**config.mk**
```make
export PLATFORM = sky130hd
export DESIGN_NAME = pipeline
export DESIGN_NICKNAME = d
export VERILOG_FILES = /design/src/logic/pipe_pkg.sv /design/src/logic/fetch_unit.sv /design/src/logic/decode_unit.sv /design/src/logic/regfile.sv /design/src/logic/execute_unit.sv /design/src/logic/retire_unit.sv /design/src/logic/pipeline.sv
export SDC_FILE = /design/constraint.sdc
export NUM_CORES = 2
export LEC_CHECK = 0
export ABC_CLOCK_PERIOD_IN_PS = 9500
export BUFFER_PORTS_ARGS = -buffer_cell sky130_fd_sc_hd__buf_2
export CAP_MARGIN = 25
export CORE_MARGIN = 5
export CORE_UTILIZATION = 60
export CTS_CLUSTER_SIZE = 14
export DETAILED_ROUTE_END_ITERATION = 6
export HOLD_SLACK_MARGIN = 0.08
export PLACE_DENSITY_LB_ADDON = 0.2
export SLEW_MARGIN = 20
export SYNTH_ARGS = -nofsm -noshare
export SYNTH_HDL_FRONTEND = slang
export SYNTH_HIERARCHICAL = 1
export SYNTH_SLANG_ARGS = --single-unit
export TNS_END_PERCENT = 10
```
**constraint.sdc**
```tcl
create_clock -name clock -period 9.5 [get_ports clock]
set_input_delay 0.95 -clock clock [delete_from_list [all_inputs] [get_ports clock]]
set_output_delay 0.95 -clock clock [all_outputs]
set_load 0.02 [all_outputs]
```
**src/logic/pipe_pkg.sv**
```systemverilog
// rv32i subset only (no loads/stores); 64-bit memory block carries two instructions; tag 0 = none
package pipe_pkg;

    //////////////////////////////////////////////////////////////////////
    // widths and constants
    //////////////////////////////////////////////////////////////////////

    localparam int xlen      = 32;
    localparam int reg_idx_w = 5;
    localparam int mem_tag_w = 4;

    typedef logic [xlen-1:0]      word_t;
    typedef logic [reg_idx_w-1:0] reg_idx_t;
    typedef logic [mem_tag_w-1:0] mem_tag_t;
    typedef logic [63:0]          mem_block_t;

    // addi x0, x0, 0
    localparam word_t inst_nop = 32'h0000_0013;

    //////////////////////////////////////////////////////////////////////
    // enums
    //////////////////////////////////////////////////////////////////////

    // only instruction fetches on this bus
    typedef enum logic [1:0] {
        BUS_NONE = 2'h0,
        BUS_LOAD = 2'h1
    } bus_command_t;

    typedef enum logic [3:0] {
        ALU_ADD,
        ALU_SUB,
        ALU_AND,
        ALU_OR,
        ALU_XOR,
        ALU_SLT,
        ALU_PASS_B,
        ALU_BEQ,
        ALU_BNE,
        ALU_JAL
    } alu_op_t;

    typedef enum logic [1:0] {
        NO_ERROR      = 2'h0,
        HALTED_ON_WFI = 2'h1
    } exception_code_t;

    //////////////////////////////////////////////////////////////////////
    // stage packets
    //////////////////////////////////////////////////////////////////////

    typedef struct packed {
        logic  valid;
        word_t inst;
        word_t pc;
        word_t npc;
    } if_id_packet_t;

    typedef struct packed {
        logic     valid;
        word_t    pc;
        // pc+4, filled in by fetch
        word_t    npc;
        alu_op_t  op;
        // unused sources are forced to x0
        reg_idx_t rs1_idx;
        reg_idx_t rs2_idx;
        reg_idx_t dest_idx;
        logic     wr_en;
        word_t    imm;
        logic     uses_imm;
        logic     halt;
    } id_is_packet_t;

    // decoded fields plus operands read at issue
    typedef struct packed {
        id_is_packet_t id;
        word_t         rs1_value;
        word_t         rs2_value;
    } is_ex_packet_t;

    typedef struct packed {
        logic     valid;
        reg_idx_t dest_idx;
        logic     wr_en;
        word_t    result;
        word_t    npc;
        logic     take_branch;
        logic     halt;
    } ex_co_packet_t;

    typedef struct packed {
        logic     valid;
        reg_idx_t dest_idx;
        logic     wr_en;
        word_t    result;
        word_t    npc;
        logic     halt;
    } co_re_packet_t;

endpackage

```
**src/logic/fetch_unit.sv**
```systemverilog
// one request outstanding at a time, one-entry buffer; memory must echo the accepted tag on reply
`timescale 1ns/1ps

module fetch_unit #(
    parameter pipe_pkg::word_t reset_pc = '0
) (
    input  logic                    clock,
    input  logic                    reset,
    input  logic                    halted,
    input  logic                    stall,
    input  logic                    redirect,
    input  pipe_pkg::word_t         redirect_pc,
    input  pipe_pkg::mem_tag_t      mem2proc_response,
    input  pipe_pkg::mem_tag_t      mem2proc_tag,
    input  pipe_pkg::mem_block_t    mem2proc_data,
    output pipe_pkg::bus_command_t  proc2mem_command,
    output pipe_pkg::word_t         proc2mem_addr,
    output pipe_pkg::if_id_packet_t if_packet
);
    import pipe_pkg::*;

    // pc is the address being fetched or held in the buffer
    word_t    pc;
    mem_tag_t pending_tag;
    // reply of a request made before a redirect
    logic     stale;
    // keeps the bus idle for the first cycle out of reset
    logic     started;
    logic     buf_valid;
    word_t    buf_inst;

    logic     request;
    logic     reply_hit;
    logic     consume;

    // no new request while a tag is out or the buffer is full
    assign request = started && !halted && !redirect && (pending_tag == '0) && !buf_valid;
    assign proc2mem_command = request ? BUS_LOAD : BUS_NONE;
    // block aligned, pc[2] picks the half later
    assign proc2mem_addr = {pc[xlen-1:3], 3'b000};

    assign reply_hit = (pending_tag != '0) && (mem2proc_tag == pending_tag);
    assign consume   = buf_valid && !stall;

    always_comb begin
        if_packet.valid = buf_valid;
        if_packet.inst  = buf_inst;
        if_packet.pc    = pc;
        if_packet.npc   = pc + 32'd4;
    end

    always_ff @(posedge clock) begin
        if (reset) begin
            pc          <= reset_pc;
            pending_tag <= '0;
            stale       <= 1'b0;
            started     <= 1'b0;
            buf_valid   <= 1'b0;
        end else begin
            started <= 1'b1;

            // tag tracking, zero response means rejected, retry next cycle
            if (request && (mem2proc_response != '0)) begin
                pending_tag <= mem2proc_response;
            end else if (reply_hit) begin
                pending_tag <= '0;
            end

            if (reply_hit) begin
                stale <= 1'b0;
            end else if (redirect && (pending_tag != '0)) begin
                stale <= 1'b1;
            end

            // redirect wins over fill and consume
            if (redirect) begin
                pc        <= redirect_pc;
                buf_valid <= 1'b0;
            end else if (reply_hit && !stale) begin
                buf_valid <= 1'b1;
            end else if (consume) begin
                buf_valid <= 1'b0;
                pc        <= pc + 32'd4;
            end
        end
    end

    // instruction payload
    always_ff @(posedge clock) begin
        if (reply_hit) begin
            buf_inst <= pc[2] ? mem2proc_data[63:32] : mem2proc_data[31:0];
        end
    end

    // accepted request leaves the bus idle next cycle
    assert property (@(posedge clock) disable iff (reset)
        (proc2mem_command == BUS_LOAD) && (mem2proc_response != '0)
        |=> (proc2mem_command == BUS_NONE));

endmodule

```
**src/logic/decode_unit.sv**
```systemverilog
// unsupported encodings decode as no-ops that still commit; stall covers all three younger stages
`timescale 1ns/1ps

module decode_unit (
    input  pipe_pkg::if_id_packet_t       if_packet,
    input  pipe_pkg::id_is_packet_t [2:0] hazard_pkts,
    output pipe_pkg::id_is_packet_t       id_packet,
    output logic                          stall
);
    import pipe_pkg::*;

    typedef enum logic [6:0] {
        OPC_OP_IMM = 7'b0010011,
        OPC_OP     = 7'b0110011,
        OPC_LUI    = 7'b0110111,
        OPC_BRANCH = 7'b1100011,
        OPC_JAL    = 7'b1101111,
        OPC_SYSTEM = 7'b1110011
    } opcode_t;

    localparam word_t inst_wfi = 32'h1050_0073;

    opcode_t  opcode;
    logic [2:0] funct3;
    logic [6:0] funct7;
    reg_idx_t rs1;
    reg_idx_t rs2;
    reg_idx_t rd;
    word_t    imm_i;
    word_t    imm_u;
    word_t    imm_b;
    word_t    imm_j;

    alu_op_t  op;
    word_t    imm;
    logic     uses_imm;
    logic     reads_rs1;
    logic     reads_rs2;
    logic     writes;
    logic     halt;
    logic     hazard;

    // raw fields
    assign opcode = opcode_t'(if_packet.inst[6:0]);
    assign funct3 = if_packet.inst[14:12];
    assign funct7 = if_packet.inst[31:25];
    assign rs1    = if_packet.inst[19:15];
    assign rs2    = if_packet.inst[24:20];
    assign rd     = if_packet.inst[11:7];

    // sign-extended immediates
    assign imm_i = {{20{if_packet.inst[31]}}, if_packet.inst[31:20]};
    assign imm_u = {if_packet.inst[31:12], 12'b0};
    assign imm_b = {{19{if_packet.inst[31]}}, if_packet.inst[31], if_packet.inst[7],
                    if_packet.inst[30:25], if_packet.inst[11:8], 1'b0};
    assign imm_j = {{11{if_packet.inst[31]}}, if_packet.inst[31], if_packet.inst[19:12],
                    if_packet.inst[20], if_packet.inst[30:21], 1'b0};

    always_comb begin
        op        = ALU_ADD;
        imm       = '0;
        uses_imm  = 1'b0;
        reads_rs1 = 1'b0;
        reads_rs2 = 1'b0;
        writes    = 1'b0;
        halt      = 1'b0;
        case (opcode)
            OPC_OP_IMM: begin
                // addi only
                if (funct3 == 3'b000) begin
                    imm       = imm_i;
                    uses_imm  = 1'b1;
                    reads_rs1 = 1'b1;
                    writes    = 1'b1;
                end
            end
            OPC_OP: begin
                reads_rs1 = 1'b1;
                reads_rs2 = 1'b1;
                writes    = 1'b1;
                case ({funct7, funct3})
                    {7'h00, 3'b000}: op = ALU_ADD;
                    {7'h20, 3'b000}: op = ALU_SUB;
                    {7'h00, 3'b111}: op = ALU_AND;
                    {7'h00, 3'b110}: op = ALU_OR;
                    {7'h00, 3'b100}: op = ALU_XOR;
                    {7'h00, 3'b010}: op = ALU_SLT;
                    default: begin
                        reads_rs1 = 1'b0;
                        reads_rs2 = 1'b0;
                        writes    = 1'b0;
                    end
                endcase
            end
            OPC_LUI: begin
                op       = ALU_PASS_B;
                imm      = imm_u;
                uses_imm = 1'b1;
                writes   = 1'b1;
            end
            OPC_BRANCH: begin
                // beq and bne, funct3 bit 0 tells them apart
                if (funct3[2:1] == 2'b00) begin
                    op        = funct3[0] ? ALU_BNE : ALU_BEQ;
                    imm       = imm_b;
                    reads_rs1 = 1'b1;
                    reads_rs2 = 1'b1;
                end
            end
            OPC_JAL: begin
                op     = ALU_JAL;
                imm    = imm_j;
                writes = 1'b1;
            end
            OPC_SYSTEM: begin
                halt = (if_packet.inst == inst_wfi);
            end
            default: begin
                op = ALU_ADD;
            end
        endcase
    end

    // match against in-flight destinations, x0 never matches
    always_comb begin
        hazard = 1'b0;
        for (int i = 0; i < 3; i++) begin
            if (hazard_pkts[i].valid && hazard_pkts[i].wr_en &&
                (hazard_pkts[i].dest_idx != '0) &&
                ((reads_rs1 && (hazard_pkts[i].dest_idx == rs1)) ||
                 (reads_rs2 && (hazard_pkts[i].dest_idx == rs2)))) begin
                hazard = 1'b1;
            end
        end
    end

    assign stall = if_packet.valid && hazard;

    always_comb begin
        // bubble while stalled
        id_packet.valid    = if_packet.valid && !stall;
        id_packet.pc       = if_packet.pc;
        id_packet.npc      = if_packet.npc;
        id_packet.op       = op;
        id_packet.rs1_idx  = reads_rs1 ? rs1 : '0;
        id_packet.rs2_idx  = reads_rs2 ? rs2 : '0;
        id_packet.dest_idx = writes ? rd : '0;
        id_packet.wr_en    = writes && (rd != '0);
        id_packet.imm      = imm;
        id_packet.uses_imm = uses_imm;
        id_packet.halt     = halt;
    end

endmodule

```
**src/logic/regfile.sv**
```systemverilog
// no reset, contents unknown until written; x0 reads zero; write forwards to same-cycle reads
`timescale 1ns/1ps

module regfile (
    input  logic               clock,
    input  pipe_pkg::reg_idx_t read_idx_1,
    input  pipe_pkg::reg_idx_t read_idx_2,
    input  logic               write_en,
    input  pipe_pkg::reg_idx_t write_idx,
    input  pipe_pkg::word_t    write_data,
    output pipe_pkg::word_t    read_out_1,
    output pipe_pkg::word_t    read_out_2
);
    import pipe_pkg::*;

    word_t regs [32];

    // write-through from the complete stage
    always_comb begin
        if (read_idx_1 == '0) begin
            read_out_1 = '0;
        end else if (write_en && (write_idx == read_idx_1)) begin
            read_out_1 = write_data;
        end else begin
            read_out_1 = regs[read_idx_1];
        end
    end

    always_comb begin
        if (read_idx_2 == '0) begin
            read_out_2 = '0;
        end else if (write_en && (write_idx == read_idx_2)) begin
            read_out_2 = write_data;
        end else begin
            read_out_2 = regs[read_idx_2];
        end
    end

    always_ff @(posedge clock) begin
        if (write_en && (write_idx != '0)) begin
            regs[write_idx] <= write_data;
        end
    end

    // decode clears wr_en for rd = x0
    assert property (@(posedge clock) write_en |-> (write_idx != '0));

endmodule

```
**src/logic/execute_unit.sv**
```systemverilog
// single-cycle ALU; branch target is pc + imm, fall-through taken from the packet npc
`timescale 1ns/1ps

module execute_unit (
    input  pipe_pkg::is_ex_packet_t is_ex,
    output pipe_pkg::ex_co_packet_t ex_packet
);
    import pipe_pkg::*;

    word_t opa;
    word_t opb;
    word_t result;
    word_t target;
    logic  take;

    assign opa    = is_ex.rs1_value;
    assign opb    = is_ex.id.uses_imm ? is_ex.id.imm : is_ex.rs2_value;
    assign target = is_ex.id.pc + is_ex.id.imm;

    always_comb begin
        result = '0;
        take   = 1'b0;
        case (is_ex.id.op)
            ALU_ADD:    result = opa + opb;
            ALU_SUB:    result = opa - opb;
            ALU_AND:    result = opa & opb;
            ALU_OR:     result = opa | opb;
            ALU_XOR:    result = opa ^ opb;
            ALU_SLT:    result = word_t'($signed(opa) < $signed(opb));
            // lui
            ALU_PASS_B: result = opb;
            ALU_BEQ:    take = (opa == opb);
            ALU_BNE:    take = (opa != opb);
            ALU_JAL: begin
                // link value is pc+4
                result = is_ex.id.npc;
                take   = 1'b1;
            end
            default:    result = '0;
        endcase
    end

    always_comb begin
        ex_packet.valid       = is_ex.id.valid;
        ex_packet.dest_idx    = is_ex.id.dest_idx;
        ex_packet.wr_en       = is_ex.id.wr_en;
        ex_packet.result      = result;
        ex_packet.npc         = take ? target : is_ex.id.npc;
        ex_packet.take_branch = take;
        ex_packet.halt        = is_ex.id.halt;
    end

endmodule

```
**src/logic/retire_unit.sv**
```systemverilog
// halt is sticky until reset; packets reaching retire after wfi are dropped without commit
`timescale 1ns/1ps

module retire_unit (
    input  logic                      clock,
    input  logic                      reset,
    input  pipe_pkg::co_re_packet_t   co_re,
    output logic                      halted,
    output logic                      commit_valid,
    output logic                      commit_wr_en,
    output pipe_pkg::reg_idx_t        commit_wr_idx,
    output pipe_pkg::word_t           commit_wr_data,
    output pipe_pkg::word_t           commit_npc,
    output pipe_pkg::exception_code_t error_status
);
    import pipe_pkg::*;

    logic do_commit;

    assign halted    = (error_status == HALTED_ON_WFI);
    assign do_commit = co_re.valid && !halted;

    always_ff @(posedge clock) begin
        if (reset) begin
            commit_valid   <= 1'b0;
            commit_wr_en   <= 1'b0;
            commit_wr_idx  <= '0;
            commit_wr_data <= '0;
            commit_npc     <= '0;
            error_status   <= NO_ERROR;
        end else begin
            commit_valid <= do_commit;
            commit_wr_en <= do_commit && co_re.wr_en;
            if (do_commit) begin
                commit_wr_idx  <= co_re.dest_idx;
                commit_wr_data <= co_re.result;
                commit_npc     <= co_re.npc;
            end
            // wfi itself still commits
            if (do_commit && co_re.halt) begin
                error_status <= HALTED_ON_WFI;
            end
        end
    end

    // nothing commits once the halt has been seen
    assert property (@(posedge clock) disable iff (reset)
        $past(halted) |-> !commit_valid);

endmodule

```
**src/logic/pipeline.sv**
```systemverilog
// in-order, no forwarding beyond regfile write-through; taken branches resolve in execute
`timescale 1ns/1ps

module pipeline #(
    parameter pipe_pkg::word_t reset_pc = '0
) (
    input  logic                      clock,
    input  logic                      reset,
    input  pipe_pkg::mem_tag_t        mem2proc_response,
    input  pipe_pkg::mem_tag_t        mem2proc_tag,
    input  pipe_pkg::mem_block_t      mem2proc_data,
    output pipe_pkg::bus_command_t    proc2mem_command,
    output pipe_pkg::word_t           proc2mem_addr,
    output logic                      commit_valid,
    output logic                      commit_wr_en,
    output pipe_pkg::reg_idx_t        commit_wr_idx,
    output pipe_pkg::word_t           commit_wr_data,
    output pipe_pkg::word_t           commit_npc,
    output pipe_pkg::exception_code_t error_status
);
    import pipe_pkg::*;

    localparam if_id_packet_t if_id_bubble = '{valid: 1'b0, inst: inst_nop, pc: '0, npc: '0};
    localparam id_is_packet_t id_is_bubble = '0;
    localparam is_ex_packet_t is_ex_bubble = '0;

    //////////////////////////////////////////////////////////////////////
    // stage packets and pipeline registers
    //////////////////////////////////////////////////////////////////////

    if_id_packet_t       if_packet;
    if_id_packet_t       if_id_reg;
    id_is_packet_t       id_packet;
    id_is_packet_t       id_is_reg;
    is_ex_packet_t       is_packet;
    is_ex_packet_t       is_ex_reg;
    ex_co_packet_t       ex_packet;
    ex_co_packet_t       ex_co_reg;
    co_re_packet_t       co_packet;
    co_re_packet_t       co_re_reg;

    id_is_packet_t [2:0] hazard_pkts;
    word_t               rf_read_1;
    word_t               rf_read_2;
    logic                stall;
    logic                rollback;
    logic                halted;

    // taken branch or jal in execute
    assign rollback = ex_packet.valid && ex_packet.take_branch;

    fetch_unit #(
        .reset_pc(reset_pc)
    ) fetch_i (
        .clock            (clock),
        .reset            (reset),
        .halted           (halted),
        .stall            (stall),
        .redirect         (rollback),
        .redirect_pc      (ex_packet.npc),
        .mem2proc_response(mem2proc_response),
        .mem2proc_tag     (mem2proc_tag),
        .mem2proc_data    (mem2proc_data),
        .proc2mem_command (proc2mem_command),
        .proc2mem_addr    (proc2mem_addr),
        .if_packet        (if_packet)
    );

    // destination summaries of everything younger than decode
    always_comb begin
        hazard_pkts[0]          = id_is_reg;
        hazard_pkts[1]          = is_ex_reg.id;
        hazard_pkts[2]          = id_is_bubble;
        hazard_pkts[2].valid    = ex_co_reg.valid;
        hazard_pkts[2].dest_idx = ex_co_reg.dest_idx;
        hazard_pkts[2].wr_en    = ex_co_reg.wr_en;
    end

    decode_unit decode_i (
        .if_packet  (if_id_reg),
        .hazard_pkts(hazard_pkts),
        .id_packet  (id_packet),
        .stall      (stall)
    );

    //////////////////////////////////////////////////////////////////////
    // issue reads, complete writes
    //////////////////////////////////////////////////////////////////////

    regfile regfile_i (
        .clock     (clock),
        .read_idx_1(id_is_reg.rs1_idx),
        .read_idx_2(id_is_reg.rs2_idx),
        .write_en  (ex_co_reg.valid && ex_co_reg.wr_en),
        .write_idx (ex_co_reg.dest_idx),
        .write_data(ex_co_reg.result),
        .read_out_1(rf_read_1),
        .read_out_2(rf_read_2)
    );

    always_comb begin
        is_packet.id        = id_is_reg;
        is_packet.rs1_value = rf_read_1;
        is_packet.rs2_value = rf_read_2;
    end

    execute_unit execute_i (
        .is_ex    (is_ex_reg),
        .ex_packet(ex_packet)
    );

    // take_branch is dropped on the way to retire
    always_comb begin
        co_packet.valid    = ex_co_reg.valid;
        co_packet.dest_idx = ex_co_reg.dest_idx;
        co_packet.wr_en    = ex_co_reg.wr_en;
        co_packet.result   = ex_co_reg.result;
        co_packet.npc      = ex_co_reg.npc;
        co_packet.halt     = ex_co_reg.halt;
    end

    always_ff @(posedge clock) begin
        if (reset) begin
            if_id_reg <= if_id_bubble;
            id_is_reg <= id_is_bubble;
            is_ex_reg <= is_ex_bubble;
            ex_co_reg <= '0;
            co_re_reg <= '0;
        end else begin
            // if/id holds on stall, rollback flushes it
            if (rollback) begin
                if_id_reg <= if_id_bubble;
            end else if (!stall) begin
                if_id_reg <= if_packet;
            end
            // decode already emits a bubble on stall
            if (rollback) begin
                id_is_reg <= id_is_bubble;
                is_ex_reg <= is_ex_bubble;
            end else begin
                id_is_reg <= id_packet;
                is_ex_reg <= is_packet;
            end
            // the branch itself moves on and commits
            ex_co_reg <= ex_packet;
            co_re_reg <= co_packet;
        end
    end

    retire_unit retire_i (
        .clock         (clock),
        .reset         (reset),
        .co_re         (co_re_reg),
        .halted        (halted),
        .commit_valid  (commit_valid),
        .commit_wr_en  (commit_wr_en),
        .commit_wr_idx (commit_wr_idx),
        .commit_wr_data(commit_wr_data),
        .commit_npc    (commit_npc),
        .error_status  (error_status)
    );

endmodule

```
==> metrics.txt <==
status=complete, but fails checks; failing checks=DRC; Max Fanout on Critical Path=54; first-pass GRT wire length=358000 um; GR peak layer=met2; LEAKAGE=31.2 nW; # hold bufs at CTS=0; met3 Track Usage GR=0.0996; Post-layout nets=6087; reg2reg end=if_id_reg[96]; Reg area=0.0446 mm^2; Reg clk slew, reported paths=0.06 ns; worst hold path class=reg -> reg; maxcap violations=0; post-route setup TNS=0 ns; Clk Tree Root Cell=clkbuf_16; post-CTS setup buffers=0; Placed Instance Area=0.0816 mm^2; # clock sinks=1700; hpwl dp=153000 um; # rows=134; fin crit share=0.706; DR DRC count=4; Buffers on Ports=175; reg2reg setup slack=4.06 ns; vias in the first global route=51600; Detailed Routing Iterations Pass 1=7; Design Area, Final=0.0873 mm^2; # setup viols final=0; Avg Inst Size Synth=13.6 um^2; layout cell share with drive strength beyond 1=0.204; Area Growth Syn to Fin=9.19%; Synth Cell Area=0.0800 mm^2; CTS buffer count=171; DR WL/cell=32.2 um; Initial DRC Count=7954; Final Hold Vio Count=0; worst skew pair latency=0.80 ns; Crit path largest cell delay=0.64 ns; antenna violations before repair=36; Final ANT Viol Nets=0; unrepaired setup endpoints after global routing=no; Via Count=53700; GR Overflow Total=0; fillcell total=9508; Die Wd=375 um; Die Ht=375 um; Reg2Reg Launch Point=hazard_pkts[120]; H-tree depth=4; post-cts resize count=0; Total GRT Usage=0.348; Tmin final=6.71 ns; area occupied by multi-input gates=0.0323 mm^2; Power per Cell Area=169 mW/mm^2; end of the critical path=proc2mem_command[0]; most used cell, CP=buf_4; detailed-route wire length=251000 um; Die ar.=0.141 mm^2; Clock Path Buffers=3; reg2reg path depth=12; hold_ws=0.411 ns; clock skew=0.0349 ns; crit path launch type=register; Final GP Congestion=0.977; Core Area=0.133 mm^2; max-slew violation total from the final report=0; CP cell instances=buf_4 > mux2i_1 > ha_1 > nor3_1 > nand4_1 > nor2_1 > nand4_1 > nor2_1 > o32ai_4 > buf_4 > and2_1 > buf_4 > nor4_2 > buf_2; Critical Path AT=5.76 ns; CTS tree=built; Rel. slew slack=0.236; Syn Inst Count=5880; worst vdd ir=0.170 mV; IO Pins=181; slowest cell on the critical path=nor4_2; GR Util met1=0.492; max reg flops=1024; crit path launch=hazard_pkts[120]; Setup crit end kind=output port; CP Data Required Time=8.55 ns; Worst-Margin Slew=1.14 ns; Initial Util=0.602; synth warn=6; CP Class=reg -> out; largest net degree at the start of global routing=143; Max Fclk=0.149 GHz; vias per cell=6.90; GR Util met2=0.502
[layout by cell type (no fill, tap or decap), drive strengths merged, types with 24 or more instances in the layout]
cell type / count
ha: 142
a21oi: 157
nand2b: 89
mux2i: 326
conb: 37
o22ai: 60
a21o: 54
buf: 315
a211oi: 49
nor2b: 191
o21ai: 187
and2: 321
o31ai: 26
nand3: 42
mux4: 417
nor2: 323
a22o: 54
xnor2: 70
nand4: 32
o221ai: 41
inv: 130
nor3: 44
nand2: 166
o2111ai: 24
nand4bb: 69
edfxtp: 1056
clkbuf: 232
nor4: 26
xor2: 42
a2111oi: 37
a221oi: 53
mux2: 91
clkinv: 58
dfxtp: 644
a22oi: 105
[per-layer routing]
metal / wire (um) / part of all wire / vias up
li1: - / - / 22400
met1: 95900 / 0.38 / 26700
met2: 107000 / 0.43 / 3804
met3: 33700 / 0.13 / 803
met4: 14300 / 0.057 / 8
met5: 46 / 0.00018 / -
[worst max-delay path: cells and delay by family, from the launching register on]
| kind | cells | cell delay [ns] |
|---|---|---|
| simple gates | 7 | 2.22 |
| compound gates | 1 | 0.12 |
| mux | 1 | 0.42 |
| buf+inv | 4 | 1.40 |
| flops | 1 | 0.31 |
| fa+ha+maj | 1 | 0.43 |
[power by group]
| part | total [mW] | switching, mW | internal (mW) |
|---|---|---|---|
| Combinational | 0.275 | 0.172 | 0.103 |
| Sequential | 7.81 | 0.0267 | 7.78 |
| Clock | 6.72 | 2.86 | 3.86 |
| Total | 14.8 | 3.06 | 11.7 |
[how the worst min path moves through the flow]
stage | startpoint | end | slack, ns | cells past startpoint
3_5_place_dp | hazard_pkts[76] | hazard_pkts[195] | 0.41 | 1
6_report | hazard_pkts[87] | hazard_pkts[206] | 0.41 | 1
4_1_cts | mem2proc_response[2] | fetch_i/pending_tag[2] | 0.39 | 3
2_1_floorplan | hazard_pkts[0] | hazard_pkts[119] | 0.41 | 1
3_3_place_gp | hazard_pkts[31] | hazard_pkts[150] | 0.41 | 1
5_1_grt | mem2proc_response[0] | fetch_i/pending_tag[0] | 0.42 | 3
[through the flow]
| stage | util | worst slack [ns] | instances | power, mW |
|---|---|---|---|---|
| after floorplan | - | 4.15 | 5914 | 8.15 |
| after global placement | 0.614 | 3.97 | 7457 | 8.23 |
| after detailed placement | 0.614 | 3.77 | 7461 | 8.23 |
| after CTS | 0.656 | 2.89 | 7778 | 14.9 |
| after global routing | 0.657 | 2.51 | 7780 | 15.2 |
| final | 0.657 | 2.79 | 7791 | 14.8 |
[final cells by class]
class | instances | area share
timing repair buffer | 315 | 0.0232
tap | 1768 | 0.0253
clock buffer | 232 | 0.0551
inverter | 122 | 0.00533
antenna | 11 | 0.000315
clock inverter | 85 | 0.00943
multi-input combinational | 3558 | 0.370
sequential | 1700 | 0.511
Note: power is estimated with default switching activity, not from simulation.
